$ cat config.mk
export PLATFORM = sky130hd
export DESIGN_NAME = cpuControl
export DESIGN_NICKNAME = d
export VERILOG_FILES = /design/src/logic/cpuControlPkg.sv /design/src/logic/controlDecoder.sv /design/src/logic/cpuControl.sv /design/src/logic/flagUnit.sv /design/src/logic/interruptSync.sv /design/src/logic/phaseSequencer.sv
export VERILOG_INCLUDE_DIRS = /design/src /design/src/logic
export SDC_FILE = /design/constraint.sdc
export NUM_CORES = 1
export LEC_CHECK = 0
export ABC_AREA = 1
export ABC_CLOCK_PERIOD_IN_PS = 1600
export BUFFER_PORTS_ARGS = -buffer_cell sky130_fd_sc_hd__buf_2
export CAP_MARGIN = 20
export CORE_MARGIN = 5
export CORE_UTILIZATION = 53
export CTS_BUF_LIST = sky130_fd_sc_hd__clkbuf_8
export DETAILED_ROUTE_END_ITERATION = 16
export MAX_ROUTING_LAYER = met4
export PLACE_DENSITY_LB_ADDON = 0.1
export SLEW_MARGIN = 15
export SYNTH_ARGS = -nofsm -noshare
export SYNTH_HDL_FRONTEND = slang
export SYNTH_SLANG_ARGS = --single-unit
export TNS_END_PERCENT = 1
$ cat constraint.sdc
create_clock -name Clock -period 1.6 [get_ports Clock]
set_input_delay 0.16 -clock Clock [delete_from_list [all_inputs] [get_ports Clock]]
set_output_delay 0.16 -clock Clock [all_outputs]
set_load 0.02 [all_outputs]
$ cat src/logic/cpuControl_config.svh
// Instruction field widths and status flag bit positions
`ifndef CPU_CONTROL_CONFIG_SVH
`define CPU_CONTROL_CONFIG_SVH

// Fields of the 8-bit opcode/condition byte
`define OPCODE_WIDTH 5
`define BRANCH_WIDTH 3

// Status register
`define STATUS_WIDTH 4

`define FLAG_Z 0 // Zero
`define FLAG_C 1 // Carry
`define FLAG_V 2 // Overflow
`define FLAG_N 3 // Negative

`endif

$ cat src/logic/cpuControlPkg.sv
// Opcode, select, phase and control word types with idle control words
`include "cpuControl_config.svh"

package cpuControlPkg;

	typedef enum logic [`OPCODE_WIDTH-1:0] {
		ADD = 5'd0, ADDI = 5'd1, ADDIB = 5'd2, ADC = 5'd3, ADCI = 5'd4,
		SUB = 5'd5, SUBI = 5'd6, SUBIB = 5'd7, SUC = 5'd8, SUCI = 5'd9,
		NEG = 5'd10, CMP = 5'd11, CMPI = 5'd12, AND = 5'd13, OR = 5'd14,
		XOR = 5'd15, NOT = 5'd16, NAND = 5'd17, NOR = 5'd18, LSL = 5'd19,
		LSR = 5'd20, ASR = 5'd21, LUI = 5'd22, LLI = 5'd23, LDW = 5'd24,
		STW = 5'd25, BRANCH = 5'd26, INTERRUPT = 5'd27
	} opcode_t;

	// Codes 5 and 6 unused
	typedef enum logic [`BRANCH_WIDTH-1:0] {
		BR = 3'd0, BNE = 3'd1, BE = 3'd2, BLT = 3'd3, BGE = 3'd4, JMP = 3'd7
	} branch_t;

	// Sub-codes of INTERRUPT share the branch field
	localparam branch_t retiCode = branch_t'(3'd0);
	localparam branch_t eintCode = branch_t'(3'd1);
	localparam branch_t dintCode = branch_t'(3'd2);

	typedef enum logic {op1Rd1, op1Pc} op1Sel_t;
	typedef enum logic [1:0] {op2Imm, op2Rd2, op2Zero} op2Sel_t;
	typedef enum logic {immShort, immLong} immSel_t;
	typedef enum logic [1:0] {rs1Ra, rs1Rd, rs1Seven} rs1Sel_t;
	typedef enum logic [1:0] {rwRd, rwRa, rwSeven} rwSel_t;
	typedef enum logic {wdAlu, wdSys} wdSel_t;
	typedef enum logic [1:0] {pcPc1, pcAluOut, pcSysbus, pcInt} pcSel_t;
	typedef enum logic [1:0] {aluOrNone, aluOrAdd, aluOrSub} aluOr_t; // ALU op override

	typedef enum logic [1:0] {majorFetch, majorExecute, majorInterrupt} majorState_t;
	typedef enum logic [2:0] {cycle0, cycle1, cycle2, cycle3, cycle4} subCycle_t;

	typedef struct packed {
		majorState_t major;
		subCycle_t sub;
	} phase_t;

	typedef struct packed {
		logic aluEn;
		logic aluWe;
		aluOr_t aluOr;
		op1Sel_t op1Sel;
		op2Sel_t op2Sel;
		immSel_t immSel;
		rs1Sel_t rs1Sel;
		rwSel_t rwSel;
		wdSel_t wdSel;
		logic regWe;
		logic pcEn;
		logic pcWe;
		pcSel_t pcSel;
		logic irWe;
	} datapathCtrl_t;

	typedef struct packed {
		logic ale;
		logic memEn;
		logic enb;
		logic nME;
		logic nOE;
		logic nWE;
	} memBusCtrl_t;

	localparam datapathCtrl_t datapathIdle = '{
		aluEn: 1'b0, aluWe: 1'b0, aluOr: aluOrNone, op1Sel: op1Rd1, op2Sel: op2Imm,
		immSel: immLong, rs1Sel: rs1Ra, rwSel: rwRd, wdSel: wdAlu, regWe: 1'b0,
		pcEn: 1'b0, pcWe: 1'b0, pcSel: pcPc1, irWe: 1'b0
	};

	// Bus idle, all strobes inactive
	localparam memBusCtrl_t memBusIdle = '{
		ale: 1'b0, memEn: 1'b0, enb: 1'b0, nME: 1'b1, nOE: 1'b1, nWE: 1'b1
	};

endpackage

$ cat src/logic/controlDecoder.sv
// Decode of phase and opcode into datapath, memory bus and status strobes
`timescale 1ns/1ps

module controlDecoder import cpuControlPkg::*; (
	input phase_t phase,
	input opcode_t opcode,
	input branch_t branchCode,
	input logic branchTaken,
	output datapathCtrl_t datapath,
	output memBusCtrl_t memBus,
	output logic statusWe,
	output logic intEnable,
	output logic intDisable,
	output logic multiCycle,
	output logic singleCycle
);

	// Instruction length, sampled by the sequencer in execute cycle 4
	always_comb begin
		multiCycle = 1'b0;
		singleCycle = 1'b0;
		case (opcode)
			LDW, STW: multiCycle = 1'b1;
			INTERRUPT: begin
				multiCycle = (branchCode == retiCode);
				singleCycle = (branchCode == eintCode) || (branchCode == dintCode);
			end
			ADD, ADDI, ADDIB, ADC, ADCI, SUB, SUBI, SUBIB, SUC, SUCI, NEG, CMP, CMPI,
			AND, OR, XOR, NOT, NAND, NOR, LSL, LSR, ASR, LUI, LLI, BRANCH:
				singleCycle = 1'b1;
			default: ;
		endcase
	end

	always_comb begin
		datapath = datapathIdle;
		memBus = memBusIdle;
		statusWe = 1'b0;
		intEnable = 1'b0;
		intDisable = 1'b0;
		case (phase.major)
			majorFetch:
				case (phase.sub)
					cycle0: begin
						memBus.ale = 1'b1; // PC out as address
						datapath.pcEn = 1'b1;
					end
					cycle1: begin
						memBus.nME = 1'b0;
						memBus.memEn = 1'b1;
						datapath.pcEn = 1'b1;
					end
					cycle2: begin
						memBus.nME = 1'b0;
						memBus.nOE = 1'b0;
						memBus.memEn = 1'b1;
						memBus.enb = 1'b1;
						datapath.irWe = 1'b1; // Reloads until nWait releases
					end
					cycle3: datapath.pcEn = 1'b1;
					default: ;
				endcase
			majorExecute:
				case (phase.sub)
					cycle4:
						case (opcode)
							ADD, ADDI, ADDIB, ADC, ADCI, SUB, SUBI, SUBIB, SUC, SUCI, NEG, CMP,
							CMPI, AND, OR, XOR, NOT, NAND, NOR, LSL, LSR, ASR, LUI, LLI: begin
								datapath.pcEn = 1'b1;
								datapath.pcWe = 1'b1; // PC + 1
								datapath.regWe = (opcode != CMP) && (opcode != CMPI);
								statusWe = 1'b1;
								case (opcode)
									ADD, ADC, SUB, SUC, CMP, AND, OR, XOR, NAND, NOR:
										datapath.op2Sel = op2Rd2;
									ADDI, ADCI, SUBI, SUCI, CMPI, LSL, LSR, ASR:
										datapath.immSel = immShort;
									ADDIB, SUBIB, LUI, LLI:
										datapath.rs1Sel = rs1Rd; // Rd is also the source
									default: ;
								endcase
							end
							LDW, STW: begin
								datapath.aluEn = 1'b1; // Effective address
								datapath.aluWe = 1'b1;
								datapath.immSel = immShort;
							end
							BRANCH: begin
								datapath.pcWe = 1'b1;
								datapath.aluEn = 1'b1;
								if (branchCode == JMP)
									datapath.immSel = immShort; // Register plus offset
								else
									datapath.op1Sel = op1Pc; // PC relative
								if (branchTaken)
									datapath.pcSel = pcAluOut;
							end
							INTERRUPT:
								case (branchCode)
									retiCode: begin
										datapath.rs1Sel = rs1Seven; // Stack pointer
										datapath.op2Sel = op2Zero;
										datapath.aluEn = 1'b1;
										datapath.aluWe = 1'b1;
									end
									eintCode, dintCode: begin
										datapath.pcEn = 1'b1;
										datapath.pcWe = 1'b1;
										intEnable = (branchCode == eintCode);
										intDisable = (branchCode == dintCode);
									end
									default: ;
								endcase
							default: ;
						endcase
					cycle0: begin
						memBus.ale = 1'b1; // Address from ALU register
						datapath.aluEn = 1'b1;
						if (opcode == INTERRUPT) begin
							datapath.rs1Sel = rs1Seven;
							datapath.op2Sel = op2Zero;
						end else begin
							datapath.immSel = immShort;
						end
					end
					cycle1: begin
						memBus.nME = 1'b0;
						datapath.aluEn = 1'b1;
						datapath.op2Sel = op2Zero;
						if (opcode == INTERRUPT) begin
							datapath.rs1Sel = rs1Seven;
						end else begin
							datapath.rs1Sel = rs1Rd; // Store data through the ALU
							datapath.aluWe = 1'b1;
							memBus.memEn = (opcode == LDW);
						end
					end
					cycle2: begin
						memBus.nME = 1'b0;
						if (opcode == STW) begin
							datapath.aluEn = 1'b1; // Data held on SysBus
							datapath.op2Sel = op2Zero;
						end else begin
							memBus.nOE = 1'b0;
							memBus.memEn = 1'b1;
							memBus.enb = 1'b1;
						end
						if (opcode == LDW) begin
							datapath.wdSel = wdSys;
							datapath.regWe = 1'b1;
						end
					end
					cycle3: begin
						datapath.pcWe = 1'b1; // PC advances once, after any stall
						if (opcode == STW) begin
							memBus.nWE = 1'b0;
							datapath.aluEn = 1'b1;
							datapath.op2Sel = op2Zero;
						end else if (opcode == INTERRUPT) begin
							datapath.pcSel = pcSysbus; // Return address from stack
							datapath.rs1Sel = rs1Seven;
							datapath.op2Sel = op2Zero;
							datapath.aluOr = aluOrAdd; // Pop
							datapath.rwSel = rwSeven;
							datapath.regWe = 1'b1;
							memBus.memEn = 1'b1;
						end else begin
							datapath.pcEn = 1'b1;
						end
					end
					default: ;
				endcase
			majorInterrupt:
				case (phase.sub)
					cycle4: begin
						intDisable = 1'b1; // No nesting
						datapath.rs1Sel = rs1Seven;
						datapath.op2Sel = op2Zero;
						datapath.aluOr = aluOrSub; // Push
						datapath.aluEn = 1'b1;
						datapath.aluWe = 1'b1;
						datapath.rwSel = rwSeven;
						datapath.regWe = 1'b1;
					end
					cycle0: begin
						memBus.ale = 1'b1;
						datapath.rs1Sel = rs1Seven;
						datapath.op2Sel = op2Zero;
						datapath.aluOr = aluOrSub;
						datapath.aluEn = 1'b1;
					end
					cycle1: begin
						memBus.nME = 1'b0;
						datapath.op2Sel = op2Zero;
						datapath.aluEn = 1'b1;
					end
					cycle2: begin
						memBus.nME = 1'b0;
						datapath.pcEn = 1'b1; // PC onto SysBus
					end
					cycle3: begin
						memBus.nWE = 1'b0;
						datapath.pcEn = 1'b1;
						datapath.pcSel = pcInt; // Interrupt vector
						datapath.pcWe = 1'b1;
					end
					default: ;
				endcase
			default: ;
		endcase
	end

endmodule

$ cat src/logic/cpuControl.sv
// Control unit top level with sequencer, decoder, flags and interrupt sync
`timescale 1ns/1ps
`include "cpuControl_config.svh"

module cpuControl import cpuControlPkg::*; (
	input logic Clock,
	input logic nReset,
	input logic [`OPCODE_WIDTH+`BRANCH_WIDTH-1:0] opcodeCondIn,
	input logic [`STATUS_WIDTH-1:0] flags,
	input logic nIRQ,
	input logic nWait,
	output datapathCtrl_t datapath,
	output memBusCtrl_t memBus,
	output logic [`STATUS_WIDTH-1:0] statusReg,
	output logic cFlag
);

	opcode_t opcode;
	branch_t branchCode;
	phase_t phase;
	logic multiCycle;
	logic singleCycle;
	logic statusWe;
	logic intEnable;
	logic intDisable;
	logic intReq;
	logic branchTaken;

	// Opcode in the upper bits, condition code below
	assign opcode = opcode_t'(opcodeCondIn[`OPCODE_WIDTH+`BRANCH_WIDTH-1:`BRANCH_WIDTH]);
	assign branchCode = branch_t'(opcodeCondIn[`BRANCH_WIDTH-1:0]);

	interruptSync irqSync (.Clock, .nReset, .nIRQ, .intEnable, .intDisable, .intReq);

	flagUnit flags0 (.Clock, .nReset, .flags, .statusWe, .branchCode, .statusReg, .cFlag,
		.branchTaken);

	phaseSequencer sequencer (.Clock, .nReset, .nWait, .intReq, .multiCycle, .singleCycle,
		.phase);

	controlDecoder decoder (.phase, .opcode, .branchCode, .branchTaken, .datapath, .memBus,
		.statusWe, .intEnable, .intDisable, .multiCycle, .singleCycle);

endmodule

$ cat src/logic/flagUnit.sv
// Status register and branch condition evaluation
`timescale 1ns/1ps
`include "cpuControl_config.svh"

module flagUnit import cpuControlPkg::*; (
	input logic Clock,
	input logic nReset,
	input logic [`STATUS_WIDTH-1:0] flags,
	input logic statusWe,
	input branch_t branchCode,
	output logic [`STATUS_WIDTH-1:0] statusReg,
	output logic cFlag,
	output logic branchTaken
);

	always_ff @(posedge Clock or negedge nReset) begin
		if (!nReset)
			statusReg <= '0;
		else if (statusWe)
			statusReg <= flags; // ALU flags
	end

	assign cFlag = statusReg[`FLAG_C]; // Carry into ADC/SUC

	always_comb begin
		case (branchCode)
			BR, JMP: branchTaken = 1'b1;
			BNE: branchTaken = ~statusReg[`FLAG_Z];
			BE: branchTaken = statusReg[`FLAG_Z];
			// Signed compare
			BLT: branchTaken = statusReg[`FLAG_N] ^ statusReg[`FLAG_V];
			BGE: branchTaken = ~(statusReg[`FLAG_N] ^ statusReg[`FLAG_V]);
			default: branchTaken = 1'b0;
		endcase
	end

endmodule

$ cat src/logic/interruptSync.sv
// Interrupt request synchroniser and interrupt-enable register
`timescale 1ns/1ps

module interruptSync (
	input logic Clock,
	input logic nReset,
	input logic nIRQ,
	input logic intEnable,
	input logic intDisable,
	output logic intReq
);

	logic irqMeta;
	logic irqSync;
	logic intEnabled;

	always_ff @(posedge Clock or negedge nReset) begin
		if (!nReset) begin
			irqMeta <= 1'b0;
			irqSync <= 1'b0;
			intEnabled <= 1'b0;
		end else begin
			irqMeta <= ~nIRQ; // Request is active low
			irqSync <= irqMeta;
			if (intDisable)
				intEnabled <= 1'b0; // Disable wins on entry
			else if (intEnable)
				intEnabled <= 1'b1;
		end
	end

	assign intReq = irqSync & intEnabled;

endmodule

$ cat src/logic/phaseSequencer.sv
// Fetch, execute and interrupt-entry phase state machine
`timescale 1ns/1ps

module phaseSequencer import cpuControlPkg::*; (
	input logic Clock,
	input logic nReset,
	input logic nWait,
	input logic intReq,
	input logic multiCycle,
	input logic singleCycle,
	output phase_t phase
);

	localparam phase_t fetchStart = '{major: majorFetch, sub: cycle0};
	localparam phase_t executeFirst = '{major: majorExecute, sub: cycle4};
	localparam phase_t executeBus = '{major: majorExecute, sub: cycle0};
	localparam phase_t interruptEntry = '{major: majorInterrupt, sub: cycle4};

	phase_t nextPhase;
	phase_t endOfInstr;

	// Decision point at the end of every instruction
	assign endOfInstr = intReq ? interruptEntry : fetchStart;

	always_comb begin
		nextPhase = phase;
		case (phase.sub)
			cycle0: nextPhase.sub = cycle1;
			cycle1: nextPhase.sub = cycle2;
			cycle2:
				if (nWait || phase.major == majorInterrupt)
					nextPhase.sub = cycle3; // Bus stall on fetch and execute
			cycle3:
				case (phase.major)
					majorFetch: nextPhase = executeFirst;
					majorExecute: nextPhase = endOfInstr;
					default: nextPhase = fetchStart;
				endcase
			cycle4:
				case (phase.major)
					majorExecute:
						if (multiCycle)
							nextPhase = executeBus;
						else if (singleCycle)
							nextPhase = endOfInstr;
						else
							nextPhase = fetchStart; // Undefined opcode refetches
					majorInterrupt: nextPhase.sub = cycle0;
					default: nextPhase = fetchStart;
				endcase
			default: nextPhase = fetchStart;
		endcase
	end

	always_ff @(posedge Clock or negedge nReset) begin
		if (!nReset)
			phase <= fetchStart;
		else
			phase <= nextPhase;
	end

endmodule

After elaboration in Yosys (flattened, before gate mapping)
Index checks and enable logic that the tools add are counted.

Word-level logic and storage cells: 185. Bits of input ports: 16. Register bits after elaboration: 12. Output and inout bits: 30.

Equality and inequality tests: 42. Bitwise operators: 6. Mux-type cells: 105. Reduce and logical (&&, ||, !) cells: 26.

Operators with widths (number): $eq A5 B5 Y1 const B (12); $mux W1 (47); $eq A5 B4 Y1 const B (8); $mux W2 (18); $reduce_or A25 Y1 (1); $pmux W1 S2 (12); $pmux W4 S2 (3); $reduce_or A24 Y1 (1); $eq A5 B3 Y1 const B (4); $pmux W2 S2 (5); $mux W5 (3); $pmux W1 S3 (5); $pmux W3 S5 (1); $reduce_or A3 Y1 (5); $reduce_or A2 Y1 (7); $eq A3 B2 Y1 const B (4); $eq A5 B2 Y1 const B (2); $ne A5 B4 Y1 const B (2); $pmux W2 S5 (1); $pmux W5 S2 (1); $reduce_or A10 Y1 (1); $eq A3 B3 Y1 const B (3); $mux W3 (3); $mux W4 (2); other kinds (21) (28).

Longest topological paths before layout
Depth after elaboration: 8. Depth in mapped cells: 10. Gate-level depth less buffers: 10.

Hierarchy
From an unflattened synthesis, not the netlist that was laid out.

Cell total of the unflattened synthesis: 261. Area, all modules: 1507.7 um2.

By module, submodules not included: controlDecoder (sequential area each 0.0 um2, cells an instance 180, instances 1, area each 890.9 um2); phaseSequencer (sequential area each 125.1 um2, cells an instance 43, instances 1, area each 302.8 um2); flagUnit (sequential area each 100.1 um2, cells an instance 30, instances 1, area each 220.2 um2); interruptSync (sequential area each 75.1 um2, cells an instance 8, instances 1, area each 93.8 um2).

Worst setup path before layout
Ideal clock, no wire load.

Kind: reg2out. From: register sequencer.phase[2] (netlist name). To: output port memBus[1] (netlist name). Path buffers: 0. Arrival: 1.445 ns. Setup slack: -0.005 ns. Cell stages (with the launch flop): 8. Required time: 1.440 ns. Path through: dfrtp_1 -> inv_2 -> nand2_1 -> nor2_2 -> inv_1 -> o21ai_1 -> o21a_1 -> inv_1.

RTL lines: end: declaration (RTL line cpuControl.sv:13) `output memBusCtrl_t memBus,`.

==> results.md <==
* Yosys warning count at 0
* Mapped Cells at approximately 230
* Starting Density at 0.543
* Synth Area in Compound Gates at 0.177
* Remaining antenna violation count after routing at 0
* Fin crit share at 1.13
* Register share of total power at 0.173
* Logic pwr share at 0.723
* Num Clock Sinks at 12
* Largest family of logic cells by synthesized area: simple AND/OR/NAND/NOR gates
* Worst Setup End Kind: primary output
* R2R Setup Slk at approximately 120 ps
* Min Tclk post-route at 1820 ps
* Crit path DAT at around 1700 ps
* Pint at between 0.0015 and 0.002 W
* Routed WL at ~5000 um
* Crit path cell chain: nor2_4 -> buf_4 -> nand2_1 -> nor2_2 -> nand2_1 -> a31oi_1 -> buf_4
* IO Pins at 46
* Crit start category: register
* Number of remaining DRC errors at 0
* Critical path fanouts, max at 4
* Drt wl/cell at around 15 um
* Power per cell area at roughly 1500 nW/um^2
* Hold WS at around 57 ps
* Final Hold Viols at 0
* Die span in x at about 62 um
* Reg area at between 300 and 400 sq um
* Clk slew on worst S/H paths at roughly 50 ps
* Worst EP required at approximately 1400 ps
* Gpl congestion at approximately 1.0
* Root Driver: clkbuf_8
* Port bufs at 44
* Fin. max-slew vios at 0
* Highest Clock Rate at 551 MHz
* FP Rows at 19
* Clk pwr share at 0.105
* First DRT Iteration DRCs at 190
* Biggest area consumer among synthesized cells: dfrtp_1
* Vias/cell at between 5 and 6
* Register area share after synthesis at 0.206
* Slowest cell on crit path: dfrtp_2
* Synth Register Bits at 12
* Count leader, synth: nand2_1
* Setup Viol. Count Final at 21
* Maximum vdd drop at 1640 uV
* Routed vias at ~1.9k
* Die Span Y at ~62 um
* CTS buffer count at 3
* H-tree depth at 1
* Hold Crit Class: input port to register
* Nets at 323
* Most frequent cells after synthesis: nand2_1 (48), inv_1 (29), nor2_1 (23), nand3_1 (22)
* Layout fillers at between 150 and 200
* Clock buffer depth at 2
* Post-Route Setup TNS at -2730 ps
* Failing checks: setup timing
* Pin count of the biggest net entering global routing at 13
* CTS tree: done
* Area growth from synthesis to layout at 45.9%
* Number of global-route vias before repair at 1826
* Ys flop type: dfrtp_1
* Sw frac at 0.505
* Skew-Pair Late Insertion Delay at between 200 and 250 ps
* DPL Wire Length at 3520 um
* GRT overflow at 0
* Unrepaired setup endpoints after global routing: yes
* GRT Total Usage at 0.255
* Syn_nets at 250
* Cell area after layout at 2130 sq um
* Drt pass-1 iters at 5
* Post-synthesis adder-cell area fraction at 0.0429
* Psw at 0.00156 W
* Share of cells above drive strength 1 at 0.429
* Initial antenna violation count at 0
* Synth cell types at 34
* Synth top area share at 0.206
* ANT cells at 0
* Core Util, Final at 0.792
* Mapped cell area at about 1500 sq um
* Simple-gate portion of the synthesized area at 0.395
* Die Area at roughly 3900 sq um
* CP peak stage delay at around 460 ps
* Post-synth EDFFs at 0
* Dpl cell area at between 1500 and 2000 sq um
* Outcome: finished with violations
* Synth area leaders: dfrtp_1 (21%), nand2_1 (12%), nand3_1 (7.5%), inv_1 (7.5%), nor2_1 (5.9%)
* Fraction of registers with async set/reset at 1.00
* Crit path kind: register to primary output
* Post-Synth XOR/XNOR Area at 0.00600
* Multi-input gate area at about 1100 sq um
* Maxcap violations at 0
* Setup slack after layout at -216 ps
* Core area at between 2000 and 3000 sq um
* Fraction of synthesized area in multiplexers at 0.0480
* Final Skew at about 4.1 ps
* Mapped Avg Cell Area at around 6.4 sq um
* Leakage power at between 1 and 1.5 nW
* Global-route wire length before repair at between 8000 and 9000 um
layer usage:
metal | routed length [um] | GRT usage
met1 | 1990 | 0.306
met5 | 0 | -
met4 | 187 | 0.111
met3 | 331 | 0.0396
met2 | 2500 | 0.420
layout by cell type (no fill, tap or decap), types with 2 or more instances in the layout:
cell      count
nor3_1        5
buf_6         2
nor2_4        7
inv_2        10
ha_1          2
a31oi_1       3
nand2_2       4
nand3_4       2
dfrtp_1      10
nor2_1       20
buf_4        43
a21oi_1       8
nand4_1       5
dfrtp_2       2
o21ai_0       8
nand3_2       3
o21ai_2       3
nand2_4       2
inv_1        23
nand2_1      44
a22oi_1       2
a21oi_2       4
ha_4          2
clkbuf_8      4
buf_2        27
o21ai_1       9
o211ai_1      3
nand3_1      20
mux2_4        4
nor2_2        6
o22ai_1       2
final timing paths:
check	from	to	cells past startpoint
max	sequencer.phase[0]$_DFFE_PN0P_	datapath[17]	7
min	nIRQ	irqSync.irqMeta$_DFF_PN0_	2
max reg2reg	sequencer.phase[0]$_DFFE_PN0P_	sequencer.phase[4]$_DFFE_PN0P_	7
min reg2reg	irqSync.irqMeta$_DFF_PN0_	irqSync.irqSync$_DFF_PN0_	0
max in group asynchronous	nReset	sequencer.phase[0]$_DFFE_PN0P_	2
min in group asynchronous	nReset	irqSync.irqMeta$_DFF_PN0_	2
layout make-up:
| type | instances | area share |
|---|---|---|
| multi-input cells | 176 | 0.516 |
| repair buffers | 73 | 0.230 |
| flip-flops and latches | 12 | 0.142 |
| inverters | 36 | 0.0670 |
| clock buffers | 4 | 0.0259 |
| well taps | 31 | 0.0182 |
power groups by stage:
stage               combinational [W]  clock, W  sequential [W]
detailed placement            0.00177         0        0.000509
global placement              0.00177         0        0.000507
finish                        0.00223  0.000323        0.000534
floorplan                     0.00111         0        0.000545
global route                  0.00240  0.000353        0.000542
CTS                           0.00202  0.000329        0.000520
stage by stage:
step           instances  worst slack (ps)  power [W]
2_1_floorplan        229              13.4    0.00165
3_3_place_gp         321             -9.14    0.00227
3_5_place_dp         321            -0.179    0.00227
4_1_cts              331              -162    0.00287
5_1_grt              332              -299    0.00329
6_report             332              -216    0.00309
timing repair:
action,CTS,global route
endpoints found under the hold margin,12,0
gates resized for setup,39,21
hold buffers,1,0
buffers inserted,5,1
pin swaps,8,6
endpoints found under the setup margin,23,24
worst max-delay path: cells and delay by family, from the launching register on:
kind                   cells  cell delay (ps)
AO/OA/AOI/OAI              1              150
buffers and inverters      2              300
flip-flops                 1              460
AND/OR/NAND/NOR            4              500
sequential cells by signal, indices dropped and copies added, names as in the netlist:
register            count
sequencer.phase         5
flags0.statusReg        4
irqSync.intEnabled      1
irqSync.irqMeta         1
irqSync.irqSync         1
cells by family (layout without fill, tap and decap cells):
family	count (synthesis)	after routing
AOI/OAI and AO/OA	45	45
xor gates and xnor gates	1	1
adders and majority gates	5	5
buffers and inverters	41	113
DFF	12	12
muxes	5	5
other	1	1
and+or+nand+nor	119	119
No activity file was read; power rests on OpenSTA's default activity.
